<file path="config.mk">
export PLATFORM = sky130hd
export DESIGN_NAME = decode_stage
export DESIGN_NICKNAME = d
export VERILOG_FILES = /design/src/logic/isa_pkg.sv /design/src/logic/decode_stage.sv
export SDC_FILE = /design/constraint.sdc
export NUM_CORES = 1
export LEC_CHECK = 0
export ABC_CLOCK_PERIOD_IN_PS = 2190
export BUFFER_PORTS_ARGS = -buffer_cell sky130_fd_sc_hd__buf_4
export CAP_MARGIN = 10
export CORE_MARGIN = 8
export CORE_UTILIZATION = 50
export CTS_CLUSTER_DIAMETER = 50
export DETAILED_ROUTE_END_ITERATION = 8
export PLACE_DENSITY = 0.86
export SLEW_MARGIN = 20
export SYNTH_ARGS = -nofsm -noshare
export SYNTH_HDL_FRONTEND = slang
export SYNTH_SLANG_ARGS = --single-unit
</file>
<file path="constraint.sdc">
create_clock -name clk -period 2.19 [get_ports clk]
set_clock_uncertainty 0.1 [all_clocks]
set_input_delay 0.219 -clock clk [delete_from_list [all_inputs] [get_ports clk]]
set_output_delay 0.219 -clock clk [all_outputs]
set_load 0.02 [all_outputs]
</file>
<file path="src/logic/isa_pkg.sv">
package isa_pkg;

    localparam int XLEN     = 64;
    localparam int NUM_REGS = 32;

    typedef logic [XLEN-1:0] xword_t;
    typedef logic [31:0]     instr_t;
    typedef logic [4:0]      reg_idx_t;
    typedef logic [5:0]      shamt_t;    // RV64 shifts use six bits

    ////////////////////
    // Major opcodes accepted by the unit

    localparam logic [6:0] OPC_OP     = 7'b0110011;
    localparam logic [6:0] OPC_OP_IMM = 7'b0010011;
    localparam logic [6:0] OPC_LUI    = 7'b0110111;

    ////////////////////
    // Function fields

    localparam logic [2:0] F3_ADD  = 3'b000;    // ADD, SUB, ADDI
    localparam logic [2:0] F3_SLL  = 3'b001;
    localparam logic [2:0] F3_SLT  = 3'b010;
    localparam logic [2:0] F3_SLTU = 3'b011;
    localparam logic [2:0] F3_XOR  = 3'b100;
    localparam logic [2:0] F3_SR   = 3'b101;    // SRL and SRA share it
    localparam logic [2:0] F3_OR   = 3'b110;
    localparam logic [2:0] F3_AND  = 3'b111;

    localparam logic [6:0] F7_BASE = 7'b0000000;
    localparam logic [6:0] F7_ALT  = 7'b0100000;    // SUB and SRA
    localparam logic [5:0] F6_BASE = 6'b000000;     // Immediate shifts
    localparam logic [5:0] F6_ALT  = 6'b010000;     // SRAI

    typedef enum logic [3:0] {
        ALU_ADD,
        ALU_SUB,
        ALU_SLL,
        ALU_SLT,
        ALU_SLTU,
        ALU_XOR,
        ALU_SRL,
        ALU_SRA,
        ALU_OR,
        ALU_AND,
        ALU_PASS_B      // LUI
    } alu_op_t;

endpackage

</file>
<file path="src/logic/decode_stage.sv">
module decode_stage import isa_pkg::*; (
    input  logic     clk,
    input  logic     rst,
    input  logic     issue_valid,
    input  instr_t   issue_instr,
    output logic     illegal,
    output reg_idx_t rs1_idx,
    output reg_idx_t rs2_idx,
    input  xword_t   rs1_val,      // Already bypassed for the writeback edge
    input  xword_t   rs2_val,
    input  logic     ex_valid,
    input  reg_idx_t ex_rd,
    input  xword_t   ex_result,
    output logic     dec_valid,
    output alu_op_t  dec_op,
    output xword_t   dec_a,
    output xword_t   dec_b,
    output reg_idx_t dec_rd
);
    logic [6:0] opcode;
    logic [2:0] funct3;
    logic [6:0] funct7;
    logic [5:0] funct6;
    reg_idx_t   rd;
    xword_t     imm_i;
    xword_t     imm_u;
    alu_op_t    op;
    logic       uses_rs1;
    logic       uses_rs2;
    logic       ex_hit1;
    logic       ex_hit2;
    logic       a_late;
    logic       b_late;
    xword_t     op_a;
    xword_t     op_b;
    xword_t     a_q;
    xword_t     b_q;
    logic       a_late_q;
    logic       b_late_q;

    ////////////////////
    // Fields and immediates

    assign opcode  = issue_instr[6:0];
    assign rd      = issue_instr[11:7];
    assign funct3  = issue_instr[14:12];
    assign rs1_idx = issue_instr[19:15];
    assign rs2_idx = issue_instr[24:20];
    assign funct7  = issue_instr[31:25];
    assign funct6  = issue_instr[31:26];

    assign imm_i = {{(XLEN-12){issue_instr[31]}}, issue_instr[31:20]};
    assign imm_u = {{(XLEN-32){issue_instr[31]}}, issue_instr[31:12], 12'b0};

    always_comb begin
        case (funct3)
            F3_ADD:  op = (opcode == OPC_OP && funct7[5]) ? ALU_SUB : ALU_ADD;
            F3_SLL:  op = ALU_SLL;
            F3_SLT:  op = ALU_SLT;
            F3_SLTU: op = ALU_SLTU;
            F3_XOR:  op = ALU_XOR;
            F3_SR:   op = funct7[5] ? ALU_SRA : ALU_SRL;
            F3_OR:   op = ALU_OR;
            F3_AND:  op = ALU_AND;
        endcase
        if (opcode == OPC_LUI) begin
            op = ALU_PASS_B;
        end
    end

    always_comb begin
        case (opcode)
            OPC_OP: begin
                if (funct7 == F7_ALT) begin
                    illegal = (funct3 != F3_ADD) && (funct3 != F3_SR);
                end else begin
                    illegal = funct7 != F7_BASE;
                end
            end
            OPC_OP_IMM: begin
                // shamt[5] sits in bit 25 so only funct6 is checked
                if (funct3 == F3_SLL) begin
                    illegal = funct6 != F6_BASE;
                end else if (funct3 == F3_SR) begin
                    illegal = (funct6 != F6_BASE) && (funct6 != F6_ALT);
                end else begin
                    illegal = 1'b0;
                end
            end
            OPC_LUI: illegal = 1'b0;
            default: illegal = 1'b1;
        endcase
    end

    ////////////////////
    // Operand selection

    assign uses_rs1 = opcode != OPC_LUI;
    assign uses_rs2 = opcode == OPC_OP;

    assign ex_hit1 = ex_valid && (ex_rd != '0) && (ex_rd == rs1_idx);
    assign ex_hit2 = ex_valid && (ex_rd != '0) && (ex_rd == rs2_idx);

    // Producer still in the decode register has no result yet
    assign a_late = uses_rs1 && dec_valid && (dec_rd != '0) && (dec_rd == rs1_idx);
    assign b_late = uses_rs2 && dec_valid && (dec_rd != '0) && (dec_rd == rs2_idx);

    assign op_a = !uses_rs1 ? '0 : (ex_hit1 ? ex_result : rs1_val);

    always_comb begin
        if (uses_rs2) begin
            op_b = ex_hit2 ? ex_result : rs2_val;
        end else if (opcode == OPC_LUI) begin
            op_b = imm_u;
        end else begin
            op_b = imm_i;
        end
    end

    always_ff @(posedge clk or posedge rst) begin
        if (rst) begin
            dec_valid <= 1'b0;
        end else begin
            dec_valid <= issue_valid;
        end
    end

    always_ff @(posedge clk) begin
        if (issue_valid) begin
            dec_op   <= op;
            dec_rd   <= rd;
            a_q      <= op_a;
            b_q      <= op_b;
            a_late_q <= a_late;
            b_late_q <= b_late;
        end
    end

    // By now that producer sits in the execute register
    assign dec_a = a_late_q ? ex_result : a_q;
    assign dec_b = b_late_q ? ex_result : b_q;

    // The bus port filters illegal encodings before issue
    no_illegal_issue: assert property (@(posedge clk) disable iff (rst)
        issue_valid |-> !illegal);

endmodule

</file>
Word-level counts from Yosys, hierarchy flattened
Index checks and enable logic that the tools add are counted.
- register bits after elaboration: 140
- logic and storage cells: 56
- input port bits: 233
- reduce and logical (&&, ||, !) cells: 18
- mux-type cells: 13
- equal/unequal tests: 18
- operator list (kind ; number):
    $mux W64 ; 5
    $pmux W4 S8 ; 1
    $mux W31 ; 1
    $eq A7 B6 Y1 const B ; 3
    $eq A5 B5 Y1 ; 4
    $eq A3 B3 Y1 const B ; 4
    $logic_and A1 B1 Y1 ; 12
    $reduce_bool A5 Y1 ; 2
    $eq A7 B5 Y1 const B ; 1
    $ne A7 B6 Y1 const B ; 1
    $reduce_bool A7 Y1 ; 1
    $eq A3 B2 Y1 const B ; 2
    $ne A6 B5 Y1 const B ; 1
    $reduce_bool A6 Y1 ; 1
    $mux W1 ; 5
    $eq A3 B1 Y1 const B ; 1
    $logic_not A3 Y1 ; 1
    $ne A3 B3 Y1 const B ; 1
    $pmux W1 S3 ; 1
    $reduce_bool A3 Y1 ; 1

Depth between registers and ports, before layout
- depth in word-level cells: 5
- gate-level depth with buffers: 7
- gate-level depth less buffers: 4

Worst setup path before layout
Ideal clock, no wire load.
- path type: input to register
- from: in ex_rd[1]
- to: reg b_q[33], data pin
- library setup time: 0.261 ns
- slack: 0.270 ns
- cell stages on the path: 5
- data required time: 1.829 ns
- data arrival time: 1.559 ns
- buffers on the path: 1
- cell sequence: or4_4 > o211ai_4 > nor2_4 > buf_6 > o311a_1
- longest elaborated chain between the ends: 5
- elaborated cells between the ends (all ways): 6
- classes of those cells: 1 x eq/ne; 2 x mux; 3 x reduce/logical
- RTL lines (what ; line ; source):
    from (decl) ; decode_stage.sv:12 ; input reg_idx_t ex_rd,
    $reduce_bool A5 Y1 ; decode_stage.sv:102 ; assign ex_hit2 = ex_valid && (ex_rd != '0) && (ex_rd == rs2_idx);
    $logic_and A1 B1 Y1 ; decode_stage.sv:102 ;
    $logic_and A1 B1 Y1 * ; decode_stage.sv:102 ;
    $mux W64 * ; decode_stage.sv:112 ; op_b = ex_hit2 ? ex_result : rs2_val;
    $mux W64 * ; decode_stage.sv:111 ; if (uses_rs2) begin
    via op_b[33] ; decode_stage.sv:35 ; xword_t op_b;
    to (signal assigned) ; decode_stage.sv:133 ; b_q <= op_b;
    to (decl) ; decode_stage.sv:37 ; xword_t b_q;
The timed path passes the listed nets; every way through them passes the cells marked *.
A chain may end at the register's enable or synchronous reset.

Worst setup path after layout
- from: reg b_late_q
- to: out dec_b[15]
- longest elaborated chain between the ends: 1
- RTL lines (what ; line ; source):
    from (decl) ; decode_stage.sv:39 ; logic b_late_q;
    from (signal assigned) ; decode_stage.sv:135 ; b_late_q <= b_late;
    $mux W64 ; decode_stage.sv:141 ; assign dec_b = b_late_q ? ex_result : b_q;
    to (decl) ; decode_stage.sv:17 ; output xword_t dec_b,
No other way between the ends.

==> results.cfg <==
[global_routing]
grt_use_total = 0.317
grt_pass1_vias = 9588
grt_pass1_wl_um = 57700
grt_max_degree = 70
grt_overflow = 0
grt_antenna_before_repair = 2

[floorplan]
num_io_pins = 382
die_area_um2 = 23300
row_count = 50
fp.coreArea_um2 = 18500
die_width_um = 153
dieHeight_um = 153
start_util = 0.505

[critical_path]
r2r-end = a_late_q
critPathArrivalTime_ps = 1790
crit_required_ps = 1870
start_kind = register
r2r_cells = 4
reg2reg_slack_ps = 250
endpoint_kind = output port
cp_max_fo = 29
worstReg2RegStart = dec_rd[0]
path_class = register to output port

[synth]
ys_types = 44
synth_top_cell_area_share = 0.446
synth_edf_count = 139
synth_commonest_cells = 139 x edfxtp_1, 128 x mux2_2, 87 x a21oi_1
netlist_instances = 849
synth.largest_area_cell = edfxtp_1
ys_seq_area_frac = 0.449
synth_area_leaders = edfxtp_1 45%, mux2_2 15%, o31ai_1 5.1%
synth_nets = 1082
synth_area_per_cell_um2 = 11.0
postSynth.asyncResetShare = 0.00714
yosys.cell_count.top_type = edfxtp_1
yosys_warnings = 0
synth_area_um2 = 9350
synth_ff_type = edfxtp_1
ys_seq_elements = 140

[drt]
dr_total_vias = 9449
dr.pass1.iters = 6
drc_errors = 0
vias_per_cell = 6.65
first_iter_violations = 986
wire_per_inst_um = 26.9
wl_um = 38200
antenna_left = 0

[placed_design]
hpwlAfterDp_um = 26800
gp_congestion = 0.944
port_buffers = 381
place_area_um2 = 12400

[min_path]
holdPathStages = 3
holdCritStartpoint = issue_instr[26]
worst_hold_path.endpoint = b_q[6]
hold_path.class = input pin to register

[clock_network]
post_cts_resized = 0
cts_tree = yes
cts_setup_buffers = 0
cts_root_buf = clkbuf_16
cts.clk_slew.worst_paths_ps = 60
numCtsBuffers = 17
clkLatencyLatePin_ps = 420
clock_sinks = 140
holdBufCountCts = 6
cts_htree_levels = 4
clock_tree.buffer_depth = 2

[sta]
slew_viol_final = 0
hold_viol = 0
max_freq_mhz = 474
slew_headroom = 0.344
whs_ps = 23.7
fin_crit_ps = 2110
finalCritPeriodShare = 0.963
rsz0062_at_grt = false
setup_violations = 0
worst_pin_slew_ps = 983

[cells_and_area]
area.growth.synth_to_final_pct = 39.0
fillers = 1353
design_area_um2 = 13000
utilization = 0.702
drive_above_1_share = 0.493
nNetsFinal = 1407

[pwr]
powerDensity_nw_per_um2 = 644
peakVddDrop_v = 0.000559
p_leak_nw = 4.86

[status]
status = complete, no violations

[run]
max-cap-violations = 0
power breakdown:
part,total (mW),switching [mW],internal [mW]
Sequential,3.27,0.0717,3.20
Clock,2.94,1.16,1.78
Combinational,2.17,1.21,0.955
Total,8.38,2.44,5.93
flip-flops by register name (all words and copies together), names as in the netlist:
name / flops
a_q: 64
b_q: 64
dec_op: 4
dec_valid: 1
a_late_q: 1
b_late_q: 1
dec_rd: 5
layout by cell type (no fill, tap or decap), drive strengths merged, types with 2 or more instances in the layout:
master and count:
nor2b 2, o211ai 46, nand2b 2, a211oi 2, o21ai 4, or4 42
o311a 33, o211a 2, mux2 128, clkinvlp 6, and3 2, clkbuf 19
nand4 65, edfxtp 139, xor2 5, bufinv 3, nand3 15, clkinv 4
nor4 4, nor3 2, a21oi 87, buf 415, nand2 43, dlygate4sd3 6
o31ai 64, nor2 4, inv 6, o2111ai 11, xnor2 15
critical path, stage by stage (launching register included):
cell and delay, ps:
edfxtp_1 390, buf_4 400, mux2_2 410, buf_4 160
worst max-delay path by stage:
stage          slack, ps  depth (start not counted)  startpoint         to
2_1_floorplan        270                          5    ex_rd[1]    b_q[33]
3_3_place_gp           2                          6    ex_rd[2]    b_q[11]
6_report              80                          3    b_late_q  dec_b[15]
3_5_place_dp         -30                          6    ex_rd[2]    b_q[11]
5_1_grt               20                          3    b_late_q  dec_b[36]
4_1_cts               70                          3    b_late_q  dec_b[15]
per-stage QoR:
step | setup slack (ps) | std cells | TNS, ps | power (mW)
after floorplan | 270 | 849 | 0 | 4.35
after detailed placement | -33.2 | 1383 | -34.4 | 5.46
after CTS | 70.9 | 1420 | 0 | 8.37
final | 80.4 | 1421 | 0 | 8.38
after global placement | 1.86 | 1383 | 0 | 5.42
after global routing | 16.1 | 1421 | 0 | 8.62
routing by layer:
metal  global-route usage  vias up  wire length (µm)
met5                    0        -                13
met4                0.157        2              1630
met2                0.512      722             18500
met1                0.381     4528             14000
met3               0.0902      103              4090
li1                     -     4094                 -
layout make-up:
class                           instances  area (µm²)  area share
Clock buffer                           19         433      0.0333
Timing Repair Buffer                  421        3340       0.257
Inverter                                7        27.5     0.00212
Sequential cell                       140        4200       0.323
Clock inverter                         12         149      0.0115
Multi-Input combinational cell        587        4560       0.351
Tap cell                              234         293      0.0225
Antenna cell                            1        2.50    0.000192
cell families after synthesis:
group | count (synthesis) | share of synthesized area
AOI/OAI and AO/OA | 252 | 0.193
xor gates and xnor gates | 20 | 0.0187
buffers and inverters | 122 | 0.0662
DFF | 140 | 0.449
muxes | 128 | 0.154
and+or+nand+nor | 187 | 0.119
No activity file was read; power rests on OpenSTA's default activity.
