## src/logic/isa_pkg.sv

```systemverilog
package isa_pkg;

    localparam int XLEN     = 64;
    localparam int NUM_REGS = 32;

    typedef logic [XLEN-1:0] xword_t;
    typedef logic [31:0]     instr_t;
    typedef logic [4:0]      reg_idx_t;
    typedef logic [5:0]      shamt_t;    // RV64 shifts use six bits

    ////////////////////
    // Major opcodes accepted by the unit

    localparam logic [6:0] OPC_OP     = 7'b0110011;
    localparam logic [6:0] OPC_OP_IMM = 7'b0010011;
    localparam logic [6:0] OPC_LUI    = 7'b0110111;

    ////////////////////
    // Function fields

    localparam logic [2:0] F3_ADD  = 3'b000;    // ADD, SUB, ADDI
    localparam logic [2:0] F3_SLL  = 3'b001;
    localparam logic [2:0] F3_SLT  = 3'b010;
    localparam logic [2:0] F3_SLTU = 3'b011;
    localparam logic [2:0] F3_XOR  = 3'b100;
    localparam logic [2:0] F3_SR   = 3'b101;    // SRL and SRA share it
    localparam logic [2:0] F3_OR   = 3'b110;
    localparam logic [2:0] F3_AND  = 3'b111;

    localparam logic [6:0] F7_BASE = 7'b0000000;
    localparam logic [6:0] F7_ALT  = 7'b0100000;    // SUB and SRA
    localparam logic [5:0] F6_BASE = 6'b000000;     // Immediate shifts
    localparam logic [5:0] F6_ALT  = 6'b010000;     // SRAI

    typedef enum logic [3:0] {
        ALU_ADD,
        ALU_SUB,
        ALU_SLL,
        ALU_SLT,
        ALU_SLTU,
        ALU_XOR,
        ALU_SRL,
        ALU_SRA,
        ALU_OR,
        ALU_AND,
        ALU_PASS_B      // LUI
    } alu_op_t;

endpackage

```

## src/logic/bus_pkg.sv

```systemverilog
package bus_pkg;

    // Bus words carry whole registers
    typedef isa_pkg::xword_t bus_word_t;

    typedef enum logic [1:0] {
        OKAY   = 2'd0,
        SLVERR = 2'd2
    } resp_t;

    ////////////////////
    // Address map

    // Instructions are written here
    localparam int ISSUE_ADDR = 0;

    // Register n is read at byte address n*8
    localparam int REG_WINDOW_SHIFT = 3;

endpackage

```

## src/logic/host_port.sv

```systemverilog
module host_port import bus_pkg::*, isa_pkg::*; #(
    parameter int ADDR_WIDTH = 12
) (
    input  logic                           clk,
    input  logic                           rst,
    input  logic                           awvalid,
    output logic                           awready,
    input  logic [ADDR_WIDTH-1:0]          awaddr,
    input  logic                           wvalid,
    output logic                           wready,
    input  bus_word_t                      wdata,
    input  logic [$bits(bus_word_t)/8-1:0] wstrb,      // Unused since instructions are whole
    output logic                           bvalid,
    input  logic                           bready,
    output resp_t                          bresp,
    input  logic                           arvalid,
    output logic                           arready,
    input  logic [ADDR_WIDTH-1:0]          araddr,
    output logic                           rvalid,
    input  logic                           rready,
    output bus_word_t                      rdata,
    output resp_t                          rresp,
    input  logic                           illegal,    // From decode, for issue_instr
    input  logic                           dec_valid,
    input  logic                           ex_valid,
    input  xword_t                         host_val,
    output logic                           issue_valid,
    output instr_t                         issue_instr,
    output reg_idx_t                       host_idx
);
    localparam int WINDOW_BYTES = NUM_REGS << REG_WINDOW_SHIFT;

    logic wr_accept;
    logic wr_addr_ok;
    logic rd_accept;
    logic rd_in_window;

    ////////////////////
    // Write channel

    assign awready = !bvalid || bready;    // Free again once the response is taken
    assign wready  = awready;

    assign wr_accept   = awvalid && wvalid && awready && wready;
    assign wr_addr_ok  = awaddr == ADDR_WIDTH'(ISSUE_ADDR);
    assign issue_instr = wdata[$bits(instr_t)-1:0];

    // Bad address or encoding gets SLVERR and never reaches decode
    assign issue_valid = wr_accept && wr_addr_ok && !illegal;

    always_ff @(posedge clk or posedge rst) begin
        if (rst) begin
            bvalid <= 1'b0;
        end else if (wr_accept) begin
            bvalid <= 1'b1;
        end else if (bready) begin
            bvalid <= 1'b0;
        end
    end

    always_ff @(posedge clk) begin
        if (wr_accept) begin
            bresp <= issue_valid ? OKAY : SLVERR;
        end
    end

    ////////////////////
    // Read channel

    // Wait for the pipeline to drain so the read sees every earlier write
    assign arready = !rvalid && !dec_valid && !ex_valid;

    assign rd_accept    = arvalid && arready;
    assign rd_in_window = araddr < WINDOW_BYTES;
    assign host_idx     = araddr[REG_WINDOW_SHIFT +: $bits(reg_idx_t)];

    always_ff @(posedge clk or posedge rst) begin
        if (rst) begin
            rvalid <= 1'b0;
        end else if (rd_accept) begin
            rvalid <= 1'b1;
        end else if (rready) begin
            rvalid <= 1'b0;
        end
    end

    always_ff @(posedge clk) begin
        if (rd_accept) begin
            rdata <= rd_in_window ? host_val : '0;
            rresp <= rd_in_window ? OKAY : SLVERR;
        end
    end

    // A pending write response stays put until the host takes it
    bresp_held: assert property (@(posedge clk) disable iff (rst)
        bvalid && !bready |=> bvalid && $stable(bresp));

endmodule

```

## config.mk

```make
export PLATFORM = sky130hd
export DESIGN_NAME = host_port
export DESIGN_NICKNAME = d
export VERILOG_FILES = /design/src/logic/isa_pkg.sv /design/src/logic/bus_pkg.sv /design/src/logic/host_port.sv
export SDC_FILE = /design/constraint.sdc
export NUM_CORES = 1
export LEC_CHECK = 0
export BUFFER_PORTS_ARGS = -buffer_cell sky130_fd_sc_hd__buf_2
export CAP_MARGIN = 20
export CORE_AREA = 4 4 108 110
export CTS_CLUSTER_SIZE = 24
export DETAILED_ROUTE_END_ITERATION = 8
export DIE_AREA = 0 0 112 114
export HOLD_SLACK_MARGIN = 0.12
export PLACE_DENSITY = 0.65
export SLEW_MARGIN = 25
export SYNTH_ARGS = -nofsm -noshare
export SYNTH_HDL_FRONTEND = slang
export SYNTH_SLANG_ARGS = --single-unit
```

## constraint.sdc

```tcl
create_clock -name clk -period 2.7 [get_ports clk]
set_input_delay 0.135 -clock clk [delete_from_list [all_inputs] [get_ports clk]]
set_output_delay 0.135 -clock clk [all_outputs]
set_load 0.03 [all_outputs]
```

Word-level counts from Yosys, hierarchy flattened
Index checks and enable logic that the tools add are counted.
{"block": "totals", "input_bits": 170, "word_cells": 29, "regBits": 70, "out_inout_bits": 111}
{"block": "classes", "order_cmp": 1, "reduce_logical": 17, "muxes": 6}
{"cell": "logical NOT 12 bit", "count": 1}
{"cell": "< comparator 12 x 9 -> 1 bit (second input constant)", "count": 1}
{"cell": "logical AND 1 bit", "count": 8}
{"cell": "logical NOT 1 bit", "count": 5}
{"cell": "two-way mux 1 bit", "count": 4}
{"cell": "two-way mux 2 bit", "count": 2}
{"cell": "nonzero test 2 bit", "count": 2}
{"cell": "logical OR 1 bit", "count": 1}

Depth between registers and ports, before layout
Gate-level depths: netlist of the first run.
{"block": "depth", "ltp_word": 7, "depth_mapped": 4, "mapped_depth_nobuf": 3}

Worst setup path after synthesis of the first run
OpenSTA, ideal clock, no wires.
{"block": "synth_timing", "path_type": "register to register", "startpoint": "register rvalid", "endpoint": "register rdata[0] (netlist bit) (enable)", "t_arrival_ps": 2943, "setup_slack_ps": -673, "stages_incl_launch_ff": 3, "n_path_buf": 0, "setup_ps": 430, "t_required_ps": 2270, "synth_period_minus_slack_ps": 3373, "cell_sequence": "dfrtp_1 -> nor3_1 -> and2_1"}
{"block": "synth_between", "elab_chain_cells": 4}
{"item": "start: declaration", "line": "host_port.sv:19", "rtl": "output logic rvalid,"}
{"item": "start signal: assignment", "line": "host_port.sv:79", "rtl": "rvalid <= 1'b0;"}
{"item": "start signal: assignment", "line": "host_port.sv:81", "rtl": "rvalid <= 1'b1;"}
{"item": "start signal: assignment", "line": "host_port.sv:83", "rtl": "rvalid <= 1'b0;"}
{"item": "logical NOT 1 bit", "line": "host_port.sv:71", "rtl": "assign arready = !rvalid && !dec_valid && !ex_valid;"}
{"item": "logical AND 1 bit (2 in series)", "line": "host_port.sv:71"}
{"item": "named net arready", "line": "host_port.sv:17", "rtl": "output logic arready,"}
{"item": "logical AND 1 bit", "line": "host_port.sv:73", "rtl": "assign rd_accept = arvalid && arready;"}
{"item": "named net rd_accept", "line": "host_port.sv:35", "rtl": "logic rd_accept;"}
{"item": "end signal: assignment", "line": "host_port.sv:89", "rtl": "rdata <= rd_in_window ? host_val : '0;"}
{"item": "end: declaration", "line": "host_port.sv:21", "rtl": "output bus_word_t rdata,"}
The timed path passes the listed nets, and every way through them passes these cells.
A chain may end at the register's enable or synchronous reset.

Final worst setup path of the first run
{"block": "layout_timing", "startpoint": "input awaddr[0]", "endpoint": "register bresp[1] (data pin)"}
{"block": "layout_between", "elab_chain_cells": 4}
{"item": "start: declaration", "line": "host_port.sv:8", "rtl": "input logic [ADDR_WIDTH-1:0] awaddr,"}
{"item": "logical NOT 12 bit", "line": "host_port.sv:45", "rtl": "assign wr_addr_ok = awaddr == ADDR_WIDTH'(ISSUE_ADDR);"}
{"item": "logical AND 1 bit (2 in series)", "line": "host_port.sv:49", "rtl": "assign issue_valid = wr_accept && wr_addr_ok && !illegal;"}
{"item": "two-way mux 2 bit", "line": "host_port.sv:63", "rtl": "bresp <= issue_valid ? OKAY : SLVERR;"}
{"item": "end signal: assignment", "line": "host_port.sv:63"}
{"item": "end: declaration", "line": "host_port.sv:15", "rtl": "output resp_t bresp,"}
Every way passes these cells.

==> results of run 1 <==
layout make-up:
| type | count | area [um^2] |
|---|---|---|
| fill | 1003 | 6230 |
| clock inverter | 5 | 76.3 |
| timing repair buffer | 234 | 1530 |
| inverter | 3 | 11.3 |
| tap | 140 | 175 |
| clock buffer | 11 | 131 |
| multi-input combinational | 80 | 509 |
| sequential | 68 | 2030 |
Yosys cell counts, drive strengths merged:
library cell / instances
dfrtp: 2
a21o: 1
nand2b: 1
buf: 41
edfxtp: 66
or4: 1
nor2b: 1
nor3: 3
nor4: 2
clkbuf: 6
nand4: 1
and4: 1
conb: 1
nand2: 2
and2: 65
inv: 3
worst max-delay path, delay by kind of cell:
kind          cells  cell delay, ns
buf+inv           4            1.79
simple gates      2            0.26
layer usage:
layer	part of all wire (%)	routed length, um
met3	8.5	671
met1	33	2580
met2	55	4340
met5	0	0
met4	3.7	291
layout by cell type (no fill, tap or decap), types with 2 or more instances in the layout:
master,instances
clkbuf_1,2
bufinv_16,2
edfxtp_1,66
clkbuf_8,9
dlygate4sd3_1,72
nand2_1,2
conb_1,2
dfrtp_1,2
inv_1,3
clkinv_1,2
and2_1,64
nor3_1,2
buf_2,161
power by group through the flow:
| stage | Combinational [mW] | Sequential [mW] | Clock [mW] |
|---|---|---|---|
| 2_1_floorplan | 0.150 | 1.30 | 0 |
| 3_3_place_gp | 0.226 | 1.22 | 0 |
| 3_5_place_dp | 0.229 | 1.22 | 0 |
| 4_1_cts | 0.309 | 1.20 | 0.930 |
| 5_1_grt | 0.328 | 1.20 | 0.978 |
| 6_report | 0.305 | 1.20 | 0.882 |
logic make-up (layout without fill, tap and decap cells):
| family | Yosys count | count (layout) | synth area share, % |
|---|---|---|---|
| AND/OR/NAND/NOR | 77 | 77 | 16.9 |
| flip-flops | 68 | 68 | 70.6 |
| buffers and inverters | 50 | 253 | 12.1 |
| other | 1 | 2 | 0.130 |
| AO/OA/AOI/OAI | 1 | 1 | 0.261 |
path summary, 6_finish.rpt:
kind | startpoint | endpoint | slack [ns] | cells after the start
setup / recovery | awaddr[0] | bresp[1] | 0.59 | 6
hold reg to reg | rvalid | rvalid | 0.52 | 1
hold / removal | rst | rvalid | 0.20 | 3
setup reg to reg | rvalid | rdata[0] | 0.88 | 2
max in group asynchronous | rst | bvalid | 2.38 | 3
min in group clk | awvalid | bresp[1] | 0.20 | 3
sequential cells by signal (all words and copies together) (netlist names):
register	flops
rresp	1
bresp	1
rdata	64
bvalid	1
rvalid	1
repair_timing:
action | CTS | global route
setup buffers | 0 | 0
hold buffers | 72 | 0
hold endpoints to repair | 69 | 0
endpoints found under the setup margin | 0 | 0
stage by stage:
step / cells / setup WS [ns] / area, um^2
final: 541 / 0.588 / 4470
after global routing: 541 / 0.537 / 4470
after CTS: 541 / 0.665 / 4470
after detailed placement: 453 / 0.880 / 3540
after global placement: 453 / 0.915 / 3540
after floorplan: 198 / 0.00541 / 2880
==> flow_metrics.tcl, run 1 <==
set metrics [dict create \
    drtIter0Drc 105 \
    critPathSlowestCell "dlygate4sd3_1" \
    max_stage_delay_ns 0.58 \
    hold_viol_final 0 \
    cts-htree-levels 3 \
    grt_start_max_net_pins 67 \
    routed_wl_mm 7.88 \
    cts_root_buffer "clkbuf_8" \
    path_cells "dlygate4sd3_1 -> buf_2 -> nor3_2 -> dlygate4sd3_1 -> nand4_1 -> dlygate4sd3_1" \
    criticalPathCategory "in2reg" \
    p_leak_nw 1.84 \
    clkTransAtPathRegs_ns 0.07 \
    max_slew_margin_pct 41.5 \
    core_area_um2 10700 \
    ys_warn_count 0 \
    initial_core_util_pct 26.9 \
    swShare_pct 22.3 \
    rsz0062_at_grt "no" \
    ys_types 18 \
    grtUsageMet3_pct 3.71 \
    p_int_mw 1.86 \
    final_layout_size_suffix_gt1_share_pct 44.4 \
    path_common_cell "dlygate4sd3_1" \
    dieWidth_um 112 \
    track_usage_pct 12.1 \
    max_freq_mhz 474 \
    min_period_ns 2.11 \
    setup_violations 0 \
    seqPwrFrac_pct 50.3 \
    via_per_inst 3.94 \
    fin_skew_ns 0.00881 \
    grt_pass1_wl_mm 11.8 \
    dieArea_um2 12800 \
    finalCritPeriodShare_pct 78.2 \
    hpwl_mm 5.55 \
    synth-seq-cells 68 \
    worst_hold_slack_ns 0.203 \
    use_met2_pct 22.9 \
    utilization_pct 41.8 \
    required_ns 2.78 \
    antennaDiodeCount 0 \
    worst_hold_path_type "in2async" \
    seq_area_frac_synth_pct 70.6 \
    cap_violations 0 \
    clockPowerShare_pct 36.9 \
    nets 566 \
    p_per_area_nw_per_um2 534 \
    worstPathArrival_ns 2.20 \
    drv_slew 0 \
    tightestPinTransition_ns 0.878 \
    synth_area_leaders "edfxtp_1 69%, and2_1 14%, buf_4 11%, dfrtp_1 1.7%, clkbuf_2 0.87%" \
    gr-total-overflow 0 \
    netlist_instances 197 \
    top_usage_layer "met2" \
    die_y_um 114 \
    syn_avg_cell_area_um2 14.6 \
    drc 0 \
    clock_path_buffers 2 \
    fin_tns_setup_ns 0 \
    cts_resized 0 \
    cp-end-kind "flop" \
    p_comb_share_pct 12.8 \
    synthToLayoutAreaGrowth_pct 55.4 \
    routabilityCongestion 0.780 \
    io_pins 281 \
    drt-wirelength-per-cell_um 14.6 \
    synth_area_um2 2880 \
    numClockSinks 68 \
    worstPathMaxFanout 2 \
    met1_usage_pct 11.3 \
    vdd_drop_max_mv 0.223 \
    grt_pass1_vias 2298 \
    startpoint_type "primary input" \
    clock_latency_ns 0.33 \
    antenna_found_initial 0 \
    power_mw 2.39 \
    synth_top_area_share_pct 68.9 \
    cts_tree "built" \
    placement.io_buffers 161 \
    dr.pass1.iters 4 \
    rows 38 \
    synth_area_leader_cell "edfxtp_1" \
    status "finished, final reports clean" \
    ant_nets 0 \
    cts-buffers-inserted 9 \
    vias 2133 \
    p_switching_mw 0.531 \
]
No activity file was read; power rests on OpenSTA's default activity.
==> run 2: changes to the inputs <==
ABC_AREA = 1   (was not set)
PLACE_DENSITY = 0.68   (was 0.65)
clock period = 2.17 ns   (was 2.7 ns; I/O delays follow)
==> run 2 against run 1 <==
Hold slack got worse by 0.066 ns. Clock skew is 0.0016 ns lower. Clock-buffer cell count unchanged. Routed wire length is 7.4% higher. First-iteration DRC count decreased by 27%. Sequential cell count unchanged. Non-clock buffer count is 3 higher. Die area stayed put. Sequential share of layout area decreased by 4.3 points.
==> flow_metrics.tcl, run 2 <==
set metrics [dict create \
    dp_slack_ns 0.568 \
    ys.flop_type "edfxtp_1" \
    dr.pass1.iters 4 \
    hpwl_mm 6.02 \
    fin_skew_ns 0.00721 \
    drc 0 \
    async_flop_share_pct 2.94 \
    core_area_um2 10700 \
    max_slew_margin_pct 65.3 \
    rows 38 \
    cts_setup_buffers 0 \
    utilization_pct 46.1 \
    crit_start "wvalid" \
    p_per_area_nw_per_um2 558 \
    min_path_cells 5 \
    synthToLayoutAreaGrowth_pct 44.1 \
    io_pins 281 \
    synth_area_um2 3420 \
    synth-seq-cells 68 \
    routed_wl_mm 8.47 \
    p_leak_nw 2.33 \
    worstPathArrival_ns 1.99 \
    required_ns 2.39 \
    max_freq_mhz 564 \
    dieArea_um2 12800 \
    initial_core_util_pct 32.0 \
    final_area_um2 4930 \
    via_per_inst 3.94 \
    startpoint_type "primary input" \
    vdd_drop_max_mv 0.270 \
    drv_slew 0 \
    antenna_found_initial 0 \
    worstPathMaxFanout 2 \
    vias 2439 \
    cap_violations 0 \
    status "finished, final reports clean" \
    synth_top_area_share_pct 57.9 \
    cts-htree-levels 3 \
    synth_edf_count 66 \
    final_cell_mix "161 x buf_2, 70 x dlygate4sd3_1, 68 x inv_1" \
    grt_start_max_net_pins 40 \
    clkTransAtPathRegs_ns 0.07 \
    min_period_ns 1.77 \
    antennaDiodeCount 0 \
    ys_types 16 \
    track_usage_pct 13.2 \
    max_stage_delay_ns 0.56 \
    nets 644 \
    cts_tree "built" \
    regMostFlops "rdata" \
    netlist_instances 272 \
    ant_nets 0 \
    rsz0062_at_grt "no" \
    syn_avg_cell_area_um2 12.6 \
    reg2reg_from "rvalid" \
    reg2reg_depth 4 \
    drt-wirelength-per-cell_um 13.7 \
    finalCritPeriodShare_pct 81.7 \
    postLayoutSetupSlackWorst_ns 0.396 \
    synth_area_leaders "edfxtp_1 58%, nor2_4 16%, buf_4 8.8%, inv_1 7.6%, buf_12 2.9%" \
    gr-total-overflow 0 \
    worstSetupEndpoint "bvalid" \
    routabilityCongestion 0.788 \
    synth_area_leader_cell "edfxtp_1" \
    criticalPathCategory "in2reg" \
    path_cells "dlygate4sd3_1 -> buf_2 -> nand2_1 -> dlygate4sd3_1 -> nand2_1 -> dlygate4sd3_1" \
    synthTopCellsByCount "69 x inv_1, 66 x edfxtp_1, 50 x nor2_4, 40 x buf_4, 24 x nor2_1" \
    numClockSinks 68 \
    worst_hold_slack_ns 0.137 \
    fin_tns_setup_ns 0 \
    die_y_um 114 \
    setup_violations 0 \
    clock_path_buffers 2 \
    hold_viol_final 0 \
    critPathSlowestCell "dlygate4sd3_1" \
    layout_commonest_cell "buf_2" \
    dpl-instance-area_um2 4070 \
    clock_latency_ns 0.34 \
    ys_warn_count 0 \
    path_common_cell "dlygate4sd3_1" \
    r2r_slack_ns 0.57 \
    tightestPinTransition_ns 0.521 \
    cts_root_buffer "clkbuf_8" \
    largest_reg_flops 64 \
    cp-end-kind "flop" \
    dieWidth_um 112 \
    worst_hold_path_type "in2reg" \
    grt_pass1_vias 2494 \
    reg2reg_to "rdata[61]" \
    cts-buffers-inserted 9 \
    grt_pass1_wl_mm 12.9 \
    yosysMostFrequentCell "inv_1" \
    final_layout_size_suffix_gt1_share_pct 48.6 \
    seq_area_frac_synth_pct 59.4 \
    drtIter0Drc 77 \
    worstHoldStart "awaddr[6]" \
    placement.io_buffers 161 \
]
## run 2: changes by cell type after synthesis, moves of 2 or more
cell | previous run | this run
inv_1 | 3 | 69
nand2_1 | 2 | 8
nor2_4 | 0 | 50
nor2_1 | 0 | 24
and2_1 | 65 | 0
nor4_1 | 2 | 0
clkbuf_2 | 5 | 0
buf_12 | 0 | 5
## run 2: timing repair
item / in CTS / in global routing
hold buffers: 70 / 0
endpoints found under the hold margin: 68 / 0
gates resized for setup: 0 / 0
## run 2: where the power goes
part           switching (mW)  internal (mW)  total (mW)
clock network           0.475          0.407       0.882
logic                   0.209          0.189       0.399
registers             0.00843           1.46        1.47
total                   0.693           2.06        2.75
## run 2: worst min path at each step
stage | to | slack, ns
floorplan | bvalid | -0.15
global route | bresp[1] | 0.13
finish | bresp[1] | 0.14
CTS | bresp[1] | 0.12
detailed placement | rvalid | -0.03
global placement | bvalid | -0.04
## run 2: per-stage QoR
| stage | total power, mW | cells |
|---|---|---|
| floorplan | 1.81 | 273 |
| global placement | 1.79 | 533 |
| finish | 2.75 | 619 |
| global route | 2.89 | 619 |
| detailed placement | 1.80 | 533 |
| CTS | 2.79 | 619 |
## run 2: area by class of cell
cell class	instances	area (um^2)
multi-input cells	89	737
fillers	979	5770
flip-flops and latches	68	2030
clock inverters	5	28.8
repair buffers	237	1560
clock buffers	11	131
inverters	69	263
well taps	140	175
## run 2: layer usage
layer	part of all wire [%]	vias to the layer above	global-route usage [%]
met3	9.1	43	4.93
met4	4.4	0	8.09
met1	34	1084	12.9
met2	53	133	23.7
met5	0	-	0
li1	-	1179	-
## run 2: worst max-delay path: cells and delay by family
kind	cells	cell delay [ns]
simple gates	2	0.13
buf+inv	4	1.76
## run 2: cells by family after synthesis
family                 count (synthesis)  synth area share, %
buffers and inverters                116                 19.7
flip-flops                            68                 59.4
other                                  1                0.110
AO/OA/AOI/OAI                          2                0.292
AND/OR/NAND/NOR                       85                 20.5
